<file path="src/tx_types_pkg.sv">
//////////////////////////////
// lane tx common types
//////////////////////////////

package tx_types_pkg;

	localparam int bits_per_byte = 8;

	// one symbol on one lane
	typedef logic [bits_per_byte-1:0] lane_byte_t;

	// prbs11 shift register
	typedef logic [10:0] prbs_state_t;

	// long enough for a full slos set
	typedef logic [11:0] bit_cnt_t;

	// ordered-set select from the link training fsm
	// codes 4..7 and 9..15 are treated as unsupported
	typedef enum logic [3:0] {
		sel_slos1    = 4'd0,
		sel_slos2    = 4'd1,
		sel_ts1_gen3 = 4'd2,
		sel_ts2_gen3 = 4'd3,
		sel_data     = 4'd8
	} os_sel_t;

endpackage

</file>
<file path="src/os_const_pkg.sv">
//////////////////////////////
// ordered set constants
//////////////////////////////

package os_const_pkg;

	import tx_types_pkg::*;

	//////////////////////////////
	// prbs11 for slos
	//////////////////////////////

	localparam prbs_state_t prbs_seed_default = 11'b100_0000_0000;

	// x^11 + x^9 + 1, fed back into bit 0
	localparam int prbs_tap_hi = 10;
	localparam int prbs_tap_lo = 8;

	localparam int slos_bits = 2048; // bits per slos set

	//////////////////////////////
	// gen3 training sets
	//////////////////////////////

	localparam int ts_gen3_bits = 64;

	typedef logic [ts_gen3_bits-1:0] ts_pattern_t;

	// lane 1 differs in the second byte (lane number)
	localparam ts_pattern_t ts1_lane0 = 64'h0100_0000_0400_98F2;
	localparam ts_pattern_t ts1_lane1 = 64'h0101_0000_0400_98F2;
	localparam ts_pattern_t ts2_lane0 = 64'h0100_0000_0400_64F2;
	localparam ts_pattern_t ts2_lane1 = 64'h0101_0000_0400_64F2;

endpackage

</file>
<file path="src/os_stream_if.sv">
//////////////////////////////
// lane bit stream
//////////////////////////////

interface os_stream_if;

	logic bit_l0;    // next bit for lane 0
	logic bit_l1;    // next bit for lane 1
	logic shift_en;  // bits above are valid this cycle
	logic restart;   // clear shift regs and bit count
	logic data_mode; // forward transport data instead

	modport ctrl (
		output bit_l0,
		output bit_l1,
		output shift_en,
		output restart,
		output data_mode
	);

	modport ser (
		input bit_l0,
		input bit_l1,
		input shift_en,
		input restart,
		input data_mode
	);

endinterface

</file>
<file path="src/prbs11_gen.sv">
//////////////////////////////
// prbs11 generator
//////////////////////////////

module prbs11_gen
	import tx_types_pkg::*, os_const_pkg::*;
#(
	parameter prbs_state_t slos_seed = prbs_seed_default
) (
	input  logic fsm_clk,
	input  logic rst,
	input  logic prbs_load,
	input  logic prbs_step,
	output logic prbs_bit
);

	prbs_state_t lfsr;

	assign prbs_bit = lfsr[0];

	always_ff @(posedge fsm_clk or negedge rst) begin
		if (!rst) begin
			lfsr <= slos_seed;
		end else if (prbs_load) begin
			lfsr <= slos_seed; // wins over a step in the same cycle
		end else if (prbs_step) begin
			lfsr <= {lfsr[9:0], lfsr[prbs_tap_hi] ^ lfsr[prbs_tap_lo]}; // toward msb
		end
	end

endmodule

</file>
<file path="src/ts_pattern_src.sv">
//////////////////////////////
// gen3 ts bit source
//////////////////////////////

module ts_pattern_src
	import tx_types_pkg::*, os_const_pkg::*;
(
	input  logic fsm_clk,
	input  logic rst,
	input  logic pat_start,
	input  logic pat_step,
	input  logic pat_sel,
	output logic pat_l0,
	output logic pat_l1,
	output logic pat_last
);

	localparam int idx_w = $clog2(ts_gen3_bits);

	logic [idx_w-1:0] pat_idx; // counts down, msb goes first
	ts_pattern_t      lane0_pat;
	ts_pattern_t      lane1_pat;

	// pat_sel low is ts1, high is ts2
	assign lane0_pat = pat_sel ? ts2_lane0 : ts1_lane0;
	assign lane1_pat = pat_sel ? ts2_lane1 : ts1_lane1;

	assign pat_l0   = lane0_pat[pat_idx];
	assign pat_l1   = lane1_pat[pat_idx];
	assign pat_last = (pat_idx == '0);

	always_ff @(posedge fsm_clk or negedge rst) begin
		if (!rst) begin
			pat_idx <= idx_w'(ts_gen3_bits - 1);
		end else if (pat_start) begin
			pat_idx <= idx_w'(ts_gen3_bits - 1);
		end else if (pat_step) begin
			pat_idx <= pat_idx - idx_w'(1);
		end
	end

endmodule

</file>
<file path="src/os_tx_ctrl.sv">
//////////////////////////////
// ordered set sequencer
//////////////////////////////

module os_tx_ctrl
	import tx_types_pkg::*, os_const_pkg::*;
(
	input  logic        fsm_clk,
	input  logic        rst,
	input  os_sel_t     d_sel,
	input  logic        prbs_bit,
	input  logic        pat_l0,
	input  logic        pat_l1,
	input  logic        pat_last,
	output logic        prbs_load,
	output logic        prbs_step,
	output logic        pat_start,
	output logic        pat_step,
	output logic        pat_sel,
	output logic        os_sent,
	output logic        tx_lanes_on,
	os_stream_if.ctrl   strm
);

	typedef enum logic [2:0] {
		st_idle,
		st_start,
		st_slos,
		st_ts,
		st_data
	} ctrl_state_t;

	ctrl_state_t state;
	ctrl_state_t next_state;
	ctrl_state_t entry_state;
	os_sel_t     d_sel_q;
	bit_cnt_t    slos_cnt;
	logic        sel_change;
	logic        sel_is_slos;
	logic        slos_inv;
	logic        last_bit;

	assign sel_change  = (d_sel != d_sel_q);
	assign sel_is_slos = (d_sel_q == sel_slos1) || (d_sel_q == sel_slos2);
	assign slos_inv    = (d_sel_q == sel_slos2); // slos2 is slos1 inverted
	assign pat_sel     = (d_sel_q == sel_ts2_gen3);

	assign last_bit = ((state == st_slos) && (slos_cnt == bit_cnt_t'(slos_bits - 1))) ||
	                  ((state == st_ts) && pat_last);

	// where a freshly selected d_sel leads
	always_comb begin
		case (d_sel)
			sel_slos1, sel_slos2, sel_ts1_gen3, sel_ts2_gen3: entry_state = st_start;
			sel_data: entry_state = st_data;
			default:  entry_state = st_idle;
		endcase
	end

	always_comb begin
		if (sel_change || (state == st_idle)) begin
			next_state = entry_state;
		end else if (state == st_start) begin
			next_state = sel_is_slos ? st_slos : st_ts;
		end else begin
			next_state = state; // sets repeat back to back
		end
	end

	//////////////////////////////
	// stream and source controls
	//////////////////////////////

	always_comb begin
		strm.bit_l0    = 1'b0;
		strm.bit_l1    = 1'b0;
		strm.shift_en  = 1'b0;
		strm.restart   = 1'b0;
		strm.data_mode = 1'b0;
		prbs_load      = 1'b0;
		prbs_step      = 1'b0;
		pat_start      = 1'b0;
		pat_step       = 1'b0;
		case (state)
			st_idle: strm.restart = 1'b1; // held, keeps lanes at zero
			st_start: begin
				strm.restart = 1'b1;
				prbs_load    = sel_is_slos;
				pat_start    = !sel_is_slos;
			end
			st_slos: begin
				strm.shift_en = 1'b1;
				strm.bit_l0   = prbs_bit ^ slos_inv;
				strm.bit_l1   = prbs_bit ^ slos_inv; // same on both lanes
				prbs_step     = 1'b1;
				prbs_load     = last_bit; // reseed for the next repetition
			end
			st_ts: begin
				strm.shift_en = 1'b1;
				strm.bit_l0   = pat_l0;
				strm.bit_l1   = pat_l1;
				pat_step      = 1'b1;
				pat_start     = last_bit;
			end
			st_data: strm.data_mode = 1'b1;
			default: strm.restart = 1'b1;
		endcase
	end

	always_ff @(posedge fsm_clk or negedge rst) begin
		if (!rst) begin
			state       <= st_idle;
			d_sel_q     <= sel_slos1;
			slos_cnt    <= '0;
			os_sent     <= 1'b0;
			tx_lanes_on <= 1'b0;
		end else begin
			state   <= next_state;
			d_sel_q <= d_sel;
			os_sent <= last_bit; // same edge as the final byte
			if ((state == st_slos) && !last_bit) begin
				slos_cnt <= slos_cnt + bit_cnt_t'(1);
			end else begin
				slos_cnt <= '0;
			end
			// first slos byte goes out on this edge
			if ((state == st_slos) && (slos_cnt[2:0] == 3'(bits_per_byte - 1))) begin
				tx_lanes_on <= 1'b1;
			end
		end
	end

endmodule

</file>
<file path="src/lane_serializer.sv">
//////////////////////////////
// two lane byte assembly
//////////////////////////////

module lane_serializer
	import tx_types_pkg::*;
(
	input  logic        fsm_clk,
	input  logic        rst,
	input  lane_byte_t  transport_layer_data_in,
	output lane_byte_t  lane_0_tx,
	output lane_byte_t  lane_1_tx,
	os_stream_if.ser    strm
);

	lane_byte_t sr_l0;
	lane_byte_t sr_l1;
	logic [2:0] bit_cnt; // bits gathered in the current byte
	lane_byte_t next_l0;
	lane_byte_t next_l1;
	logic       byte_done;

	// shift regs with this cycle's bit already in the lsb
	assign next_l0   = {sr_l0[bits_per_byte-2:0], strm.bit_l0};
	assign next_l1   = {sr_l1[bits_per_byte-2:0], strm.bit_l1};
	assign byte_done = (bit_cnt == 3'(bits_per_byte - 1));

	always_ff @(posedge fsm_clk or negedge rst) begin
		if (!rst) begin
			sr_l0     <= '0;
			sr_l1     <= '0;
			bit_cnt   <= '0;
			lane_0_tx <= '0;
			lane_1_tx <= '0;
		end else if (strm.data_mode) begin
			// transport layer traffic, lane 1 unused
			lane_0_tx <= transport_layer_data_in;
			lane_1_tx <= '0;
			bit_cnt   <= '0;
		end else if (strm.restart) begin
			// idle holds restart, so lanes stay quiet
			sr_l0     <= '0;
			sr_l1     <= '0;
			bit_cnt   <= '0;
			lane_0_tx <= '0;
			lane_1_tx <= '0;
		end else if (strm.shift_en) begin
			sr_l0   <= next_l0;
			sr_l1   <= next_l1;
			bit_cnt <= bit_cnt + 3'd1; // wraps every byte
			if (byte_done) begin
				lane_0_tx <= next_l0; // first bit ends up in the msb
				lane_1_tx <= next_l1;
			end
		end
	end

endmodule

</file>
<file path="src/lane_tx_top.sv">
//////////////////////////////
// lane init transmitter
//////////////////////////////

module lane_tx_top
	import tx_types_pkg::*, os_const_pkg::*;
#(
	parameter prbs_state_t slos_seed = prbs_seed_default
) (
	input  logic       fsm_clk,
	input  logic       rst,
	input  os_sel_t    d_sel,
	input  lane_byte_t transport_layer_data_in,
	output lane_byte_t lane_0_tx,
	output lane_byte_t lane_1_tx,
	output logic       os_sent,
	output logic       tx_lanes_on
);

	logic prbs_load;
	logic prbs_step;
	logic prbs_bit;
	logic pat_start;
	logic pat_step;
	logic pat_sel;
	logic pat_l0;
	logic pat_l1;
	logic pat_last;

	os_stream_if strm ();

	os_tx_ctrl i_os_tx_ctrl (
		.fsm_clk     (fsm_clk),
		.rst         (rst),
		.d_sel       (d_sel),
		.prbs_bit    (prbs_bit),
		.pat_l0      (pat_l0),
		.pat_l1      (pat_l1),
		.pat_last    (pat_last),
		.prbs_load   (prbs_load),
		.prbs_step   (prbs_step),
		.pat_start   (pat_start),
		.pat_step    (pat_step),
		.pat_sel     (pat_sel),
		.os_sent     (os_sent),
		.tx_lanes_on (tx_lanes_on),
		.strm        (strm.ctrl)
	);

	prbs11_gen #(
		.slos_seed (slos_seed)
	) i_prbs11_gen (
		.fsm_clk   (fsm_clk),
		.rst       (rst),
		.prbs_load (prbs_load),
		.prbs_step (prbs_step),
		.prbs_bit  (prbs_bit)
	);

	ts_pattern_src i_ts_pattern_src (
		.fsm_clk   (fsm_clk),
		.rst       (rst),
		.pat_start (pat_start),
		.pat_step  (pat_step),
		.pat_sel   (pat_sel),
		.pat_l0    (pat_l0),
		.pat_l1    (pat_l1),
		.pat_last  (pat_last)
	);

	lane_serializer i_lane_serializer (
		.fsm_clk                 (fsm_clk),
		.rst                     (rst),
		.transport_layer_data_in (transport_layer_data_in),
		.lane_0_tx               (lane_0_tx),
		.lane_1_tx               (lane_1_tx),
		.strm                    (strm.ser)
	);

endmodule

</file>
<file path="config.mk">
export PLATFORM = sky130hd
export DESIGN_NAME = lane_tx_top
export DESIGN_NICKNAME = d
export VERILOG_FILES = /design/src/tx_types_pkg.sv /design/src/os_const_pkg.sv /design/src/os_stream_if.sv /design/src/prbs11_gen.sv /design/src/ts_pattern_src.sv /design/src/os_tx_ctrl.sv /design/src/lane_serializer.sv /design/src/lane_tx_top.sv
export SDC_FILE = /design/constraint.sdc
export NUM_CORES = 1
export LEC_CHECK = 0
export ABC_CLOCK_PERIOD_IN_PS = 2450
export BUFFER_PORTS_ARGS = -buffer_cell sky130_fd_sc_hd__buf_2
export CAP_MARGIN = 30
export CORE_UTILIZATION = 40
export DETAILED_ROUTE_END_ITERATION = 10
export REMOVE_ABC_BUFFERS = 1
export SYNTH_ARGS = -nofsm -noshare
export SYNTH_HDL_FRONTEND = slang
export SYNTH_HIERARCHICAL = 1
export SYNTH_SLANG_ARGS = --single-unit
</file>
<file path="constraint.sdc">
create_clock -name fsm_clk -period 2.45 [get_ports fsm_clk]
set_input_delay 0.245 -clock fsm_clk [delete_from_list [all_inputs] [get_ports fsm_clk]]
set_output_delay 0.245 -clock fsm_clk [all_outputs]
set_load 0.005 [all_outputs]
</file>
== Word-level counts from Yosys, hierarchy flattened ==
Cells that the tools add are included.

* Equal/unequal tests: 17
* Reduce and logical (&&, ||, !) cells: 21
* Shift operators: 0
* $mul: 0
* Multiplexer cells: 38
* $lt $le $gt $ge: 1
* $add $sub $neg: 3
* Divide/modulo/power cells: 0
* Bitwise operators: 3

{| class="wikitable"
|+ Operator list
! kind !! number
|-
| $mux 8 || 8
|-
| $mux 16 || 2
|-
| $mux 7 || 4
|-
| $mux 11 || 2
|-
| $mux 3 || 5
|-
| $add 12x1->12 const B || 1
|-
| $bmux 1 s6 || 2
|-
| $eq 12x11->1 const B || 1
|-
| $eq 4x2->1 const B || 3
|-
| $mux 12 || 1
|-
| $mux 6 || 2
|-
| $eq 3x3->1 const B || 3
|-
| $eq 4x1->1 const B || 2
|-
| $logic_not 4->1 || 2
|-
| $pmux 1 s2 || 4
|-
| $lt 6x7->1 const B || 1
|-
| $mux 1 || 7
|-
| $eq 3x2->1 const B || 2
|-
| $logic_not 6->1 || 1
|-
| $ne 3x1->1 const B || 2
|-
| $pmux 3 s2 || 1
|-
| $reduce_bool 2->1 || 3
|-
| $sub 6x1->6 const B || 1
|-
| $eq 4x4->1 const B || 1
|-
| 14 further kinds || 22
|}

* ROM bits: 0
* Register bits after elaboration: 71
* Input port bits: 14
* Bits in latches: 0
* Memory bits (writable): 0
* Memories: 0

== Longest topological paths before layout ==
* Depth after elaboration: 9
* Depth in mapped cells: 9
* Mapped depth without buffers: 9

== Cells and area by module ==
The synthesis kept the hierarchy.

{| class="wikitable"
|+ By module, submodules not included
! module !! area an instance (um^2) !! cells each !! instances
|-
| lane_serializer || 1561.5 || 159 || 1
|-
| os_tx_ctrl || 1063.5 || 103 || 1
|-
| prbs11_gen || 459.2 || 36 || 1
|-
| ts_pattern_src || 435.4 || 43 || 1
|}

== Least setup slack after synthesis ==
No wires, ideal clock.

* Kind: reg2reg
* Start point: reg i_ts_pattern_src.pat_idx[0]
* End point: reg i_lane_serializer.sr_l1[0]
* Setup slack: 0.623 ns
* Required time: 2.318 ns
* Period minus slack after synthesis: 1.827 ns
* Cell stages (with the launch flop): 8
* Path buffers: 0
* Arrival: 1.695 ns
* Path through: dfstp_2 -> inv_1 -> ha_1 -> and4b_1 -> or3_1 -> a21o_1 -> a21oi_1 -> o21ai_1

* Longest elaborated chain between the ends: 5

{| class="wikitable"
|+ RTL lines
! what !! RTL line !! source
|-
| from (decl) || ts_pattern_src.sv:20 || <nowiki>logic [idx_w-1:0] pat_idx;</nowiki>
|-
| from (signal assigned) || ts_pattern_src.sv:34 || <nowiki>pat_idx <= idx_w'(ts_gen3_bits - 1);</nowiki>
|-
| from (signal assigned) || ts_pattern_src.sv:36 || <nowiki>pat_idx <= idx_w'(ts_gen3_bits - 1);</nowiki>
|-
| from (signal assigned) || ts_pattern_src.sv:38 || <nowiki>pat_idx <= pat_idx - idx_w'(1);</nowiki>
|-
| $bmux 1 s6 || ts_pattern_src.sv:29 || <nowiki>assign pat_l1 = lane1_pat[pat_idx];</nowiki>
|-
| $mux 1 (implied by the code) || ts_pattern_src.sv:29 ||
|-
| net pat_l1 || lane_tx_top.sv:27 || <nowiki>logic pat_l1;</nowiki>
|-
| $pmux 1 s2 || os_tx_ctrl.sv:84 || <nowiki>case (state)</nowiki>
|-
| net strm.bit_l1 || os_stream_if.sv:8 || <nowiki>logic bit_l1;</nowiki>
|-
| $mux 7 || lane_serializer.sv:47 || <nowiki>end else if (strm.shift_en) begin</nowiki>
|-
| $mux 7 || lane_serializer.sv:40 || <nowiki>end else if (strm.restart) begin</nowiki>
|-
| to (signal assigned) || lane_serializer.sv:49 || <nowiki>sr_l1 <= next_l1;</nowiki>
|-
| to (decl) || lane_serializer.sv:17 || <nowiki>lane_byte_t sr_l1;</nowiki>
|}

The timed path passes the listed nets, and every way through them passes these cells. The select of a mux whose other input is x is not followed.
A chain may end at the register's enable or synchronous reset.

== Worst setup path after layout ==
* Start point: reg i_os_tx_ctrl.d_sel_q[2]
* End point: reg i_lane_serializer.sr_l1[0]

* Longest elaborated chain between the ends: 7
* Elaborated cells between the ends (all ways): 9
* Those cells by class: eq/ne (2); mux (6); bitwise (1)

{| class="wikitable"
|+ RTL lines
! what !! RTL line !! source
|-
| from (decl) || os_tx_ctrl.sv:36 || <nowiki>os_sel_t d_sel_q;</nowiki>
|-
| from (signal assigned) || os_tx_ctrl.sv:113 || <nowiki>d_sel_q <= sel_slos1;</nowiki>
|-
| from (signal assigned) || os_tx_ctrl.sv:119 || <nowiki>d_sel_q <= d_sel;</nowiki>
|-
| $eq 4x2->1 || os_tx_ctrl.sv:46 || <nowiki>assign pat_sel = (d_sel_q == sel_ts2_gen3);</nowiki>
|-
| net pat_sel || lane_tx_top.sv:25 || <nowiki>logic pat_sel;</nowiki>
|-
| $mux 16 || ts_pattern_src.sv:26 || <nowiki>assign lane1_pat = pat_sel ? ts2_lane1 : ts1_lane1;</nowiki>
|-
| $bmux 1 s6 || ts_pattern_src.sv:29 ||
|-
| $mux 1 (implied by the code) || ts_pattern_src.sv:29 ||
|-
| net pat_l1 || lane_tx_top.sv:27 ||
|-
| $pmux 1 s2 || os_tx_ctrl.sv:84 ||
|-
| net strm.bit_l1 || os_stream_if.sv:8 ||
|-
| $mux 7 || lane_serializer.sv:47 ||
|-
| $mux 7 || lane_serializer.sv:40 ||
|}

The timed path passes the listed nets, and every way through them passes these cells. The select of a mux whose other input is x is not followed.

==> impl_metrics.csv <==
group,metric,value,unit
yosys,syn_avg_cell_area,10.32,µm²
detailed_routing,dr.pass1.iters,4,
detailed_routing,via_per_inst,5.000,
yosys,synth-seq-cells,71,
power_and_ir_drop,p_total,2.265,mW
power_and_ir_drop,leakagePower,1.858,nW
clocking,clk_pin_slew_worst_paths,0.07,ns
critical_path,startpoint_type,"register",
detailed_routing,drtAntennaViolNets,0,
clocking,cts_hold_buf,1,
cells_and_area,drive_above_1_share,23.24,%
critical_path,arrival,2.16,ns
cells_and_area,syn_to_final_growth,13.01,%
yosys,synth_top_family_by_area,"simple AND/OR/NAND/NOR gates",
floorplan,fp.dieH,95.81,µm
run_status,status,"completed",
detailed_routing,wl_per_cell,13.16,µm
cells_and_area,multiInputGateArea,1609,µm²
yosys,yosys-top-cells-area,"dfrtp_1, mux2i_1, dfstp_2, nand2_1, o21ai_1",
cells_and_area,final_util,47.45,%
timing,maxSlewHeadroom,55.13,%
yosys,yosys.area.top_type,"dfrtp_1",
power_and_ir_drop,ir_drop,331.4,µV
yosys,ys_warn_count,6,
detailed_routing,drt_iter0_drc,68,
yosys,yosysSeqAreaShare,50.73,%
timing,finalCritPeriodShare,79.26,%
critical_path,cp_data_required_time,2.67,ns
timing,tightest_slew,0.6637,ns
critical_path,worstSetupPathType,"register to register",
yosys,synth_top_area_share,45.50,%
run,drv_cap,0,
floorplan,ios,32,
detailed_routing,post-route-drc-count,0,
cells_and_area,nets,400,
yosys,synth_commonest_cells,"dfrtp_1, nand2_1, nor2_1, o21ai_1, mux2i_1",
critical_path,cpPeakStageDelay,0.41,ns
power_and_ir_drop,power_density,569.4,nW/µm²
timing,hold_ws,0.05029,ns
clocking,postCtsSetupBuffers,0,
yosys,synth_xor_area_share,4.977,%
floorplan,rows,33,
global_route,grt-ovfl-total,0,
clocking,clockBufferDepth,2,
global_route,first_global_vias,2265,
yosys,synthMuxAreaShare,6.399,%
timing,finClkSkew,0.008161,ns
placed_design,port_buffers,31,
clocking,cts_resized,0,
yosys,synthAdderAreaFrac,2.844,%
yosys,synth_simple_gate_area_share,21.44,%
critical_path,critical-path-slowest-cell,"dfrtp_1",
yosys,async_flop_share,100.0,%
yosys,yosys.cell_count.top_type,"dfrtp_1",
clocking,htreeDepth,3,
cells_and_area,register_area,1785,µm²
critical_path,end_kind,"register",
yosys,synth.distinct_cells,53,
clocking,cts.sinks,71,
floorplan,fp.dieArea,9179,µm²
floorplan,core-area,8382,µm²
timing,rsz0062_at_grt,"false",
clocking,insertion_delay,0.34,ns
critical_path,cp_max_fo,4,
timing,setup_violations,0,
global_route,antenna_found_initial,0,
detailed_routing,drt-total-wl,6423,µm
worst_hold_path,hold_class,"primary input to register",
cells_and_area,antenna_cells,0,
clocking,clock-root-buffer,"clkbuf_8",
global_route,grt_first_pass_wirelength,10990,µm
yosys,ys.flop_type,"dfrtp_1",
yosys,syn_inst,341,
yosys,synth_compound_area_share,9.918,%
yosys,syn_area,3520,µm²
timing,slew_violations,0,
cells_and_area,fillers,819,
clocking,cts_tree,"yes",
timing,fmax,0.5150,GHz
placed_design,hpwl,4331,µm
global_route,grt_usage,15.73,%
yosys,synth_edf_count,0,
timing,finalHoldViolCount,0,
floorplan,initial_core_util,41.99,%
floorplan,fp.dieW,95.81,µm
placed_design,globalplace.congestion,0.7646,
critical_path,path_cells,"nor3_1, xnor2_1, mux2i_1, nor4_1, or3_1, a21o_1, a21oi_1, o21ai_1",
clocking,cts_inserted_buffers,9,
critical_path,cp_top_family,"simple AND/OR/NAND/NOR gates",
detailed_routing,vias,2440,
global_route,grt_max_degree,29,
timing,post-route-min-period,1.942,ns
critical_path,worst-path-buf-inv,0,
==> worst reg2reg max path, stage by stage (launching register included) <==
cell and delay (ns):
dfrtp_1 0.41, nor3_1 0.24, xnor2_1 0.17, mux2i_1 0.22
nor4_1 0.08, or3_1 0.35, a21o_1 0.17, a21oi_1 0.12
o21ai_1 0.07
==> state kept, by name, summed over array words and instances (netlist names) <==
register / flops
i_lane_serializer/lane_0_tx: 8
i_lane_serializer/bit_cnt: 3
i_lane_serializer/lane_1_tx: 8
i_os_tx_ctrl/d_sel_q: 4
i_prbs11_gen/lfsr: 11
i_lane_serializer/sr_l1: 7
i_os_tx_ctrl/os_sent: 1
i_os_tx_ctrl/tx_lanes_on: 1
i_ts_pattern_src/pat_idx: 6
i_os_tx_ctrl/slos_cnt: 12
i_os_tx_ctrl/state: 3
i_lane_serializer/sr_l0: 7
==> layout make-up <==
cell class / instances / share of cell area [%]
clock buffers: 11 / 3.806
clock inverters: 5 / 1.416
inverters: 5 / 0.4718
multi-input cells: 251 / 40.45
flip-flops and latches: 71 / 44.89
well taps: 105 / 3.303
repair buffers: 40 / 5.662
==> routing by layer <==
| metal | share of wire, % | GRT usage (%) | vias up |
|---|---|---|---|
| li1 | - | - | 1231 |
| met4 | 0.75 | 4.851 | 0 |
| met3 | 3.3 | 4.502 | 4 |
| met2 | 47 | 24.40 | 28 |
| met1 | 49 | 21.30 | 1177 |
| met5 | 0 | 0 | - |
==> where the power goes <==
part           switching, mW  internal, mW
clock network          0.438         0.524
logic                 0.0598        0.0419
registers             0.0126          1.19
total                  0.510          1.75
==> final timing paths <==
path	startpoint	end	slack [ns]	depth (start not counted)
setup / recovery	i_os_tx_ctrl/d_sel_q[2]	i_lane_serializer/sr_l1[0]	0.51	8
hold / removal	d_sel[0]	i_os_tx_ctrl/d_sel_q[0]	0.05	1
setup reg to reg	i_os_tx_ctrl/d_sel_q[2]	i_lane_serializer/sr_l1[0]	0.51	8
hold reg to reg	i_os_tx_ctrl/tx_lanes_on	i_os_tx_ctrl/tx_lanes_on	0.46	1
max in group asynchronous	rst	i_prbs11_gen/lfsr[10]	1.33	3
min in group asynchronous	rst	i_prbs11_gen/lfsr[0]	0.37	2
==> through the flow <==
step | instances | setup WS [ns] | setup TNS [ns] | instance area, µm²
CTS | 488 | 0.4740 | 0 | 3978
detailed placement | 471 | 0.5035 | 0 | 3760
finish | 488 | 0.5082 | 0 | 3978
floorplan | 327 | -0.7742 | -17.56 | 3408
global route | 488 | 0.3925 | 0 | 3978
global placement | 471 | 0.5111 | 0 | 3760
==> cells by family (layout without fill, tap and decap cells) <==
logic type / Yosys count / after routing
buffers and inverters: 19 / 61
adder cells (fa/ha/maj): 8 / 8
AND/OR/NAND/NOR: 144 / 144
XOR/XNOR: 20 / 20
AO/OA/AOI/OAI: 57 / 57
multiplexers: 22 / 22
flip-flops: 71 / 71
==> cells in the final DEF, fill, tap and decap left out, types with 2 or more instances in the layout <==
cell type	n
xnor2_1	12
nor2_2	4
inv_1	4
a21o_1	3
nand3_1	5
dfstp_2	7
a21oi_1	16
dfrtp_1	64
buf_2	31
xor2_1	8
nand4_1	3
nand2_1	48
ha_1	8
nor2b_1	16
a21oi_2	7
nand4b_1	2
o21ai_0	4
and2_1	2
o21ai_1	22
nor2_1	29
clkinv_2	2
mux2i_1	21
nor4b_1	3
nor3_1	5
and3_1	2
nand2b_1	7
clkbuf_8	11
buf_4	8
Note: power is estimated with default switching activity, not from simulation.
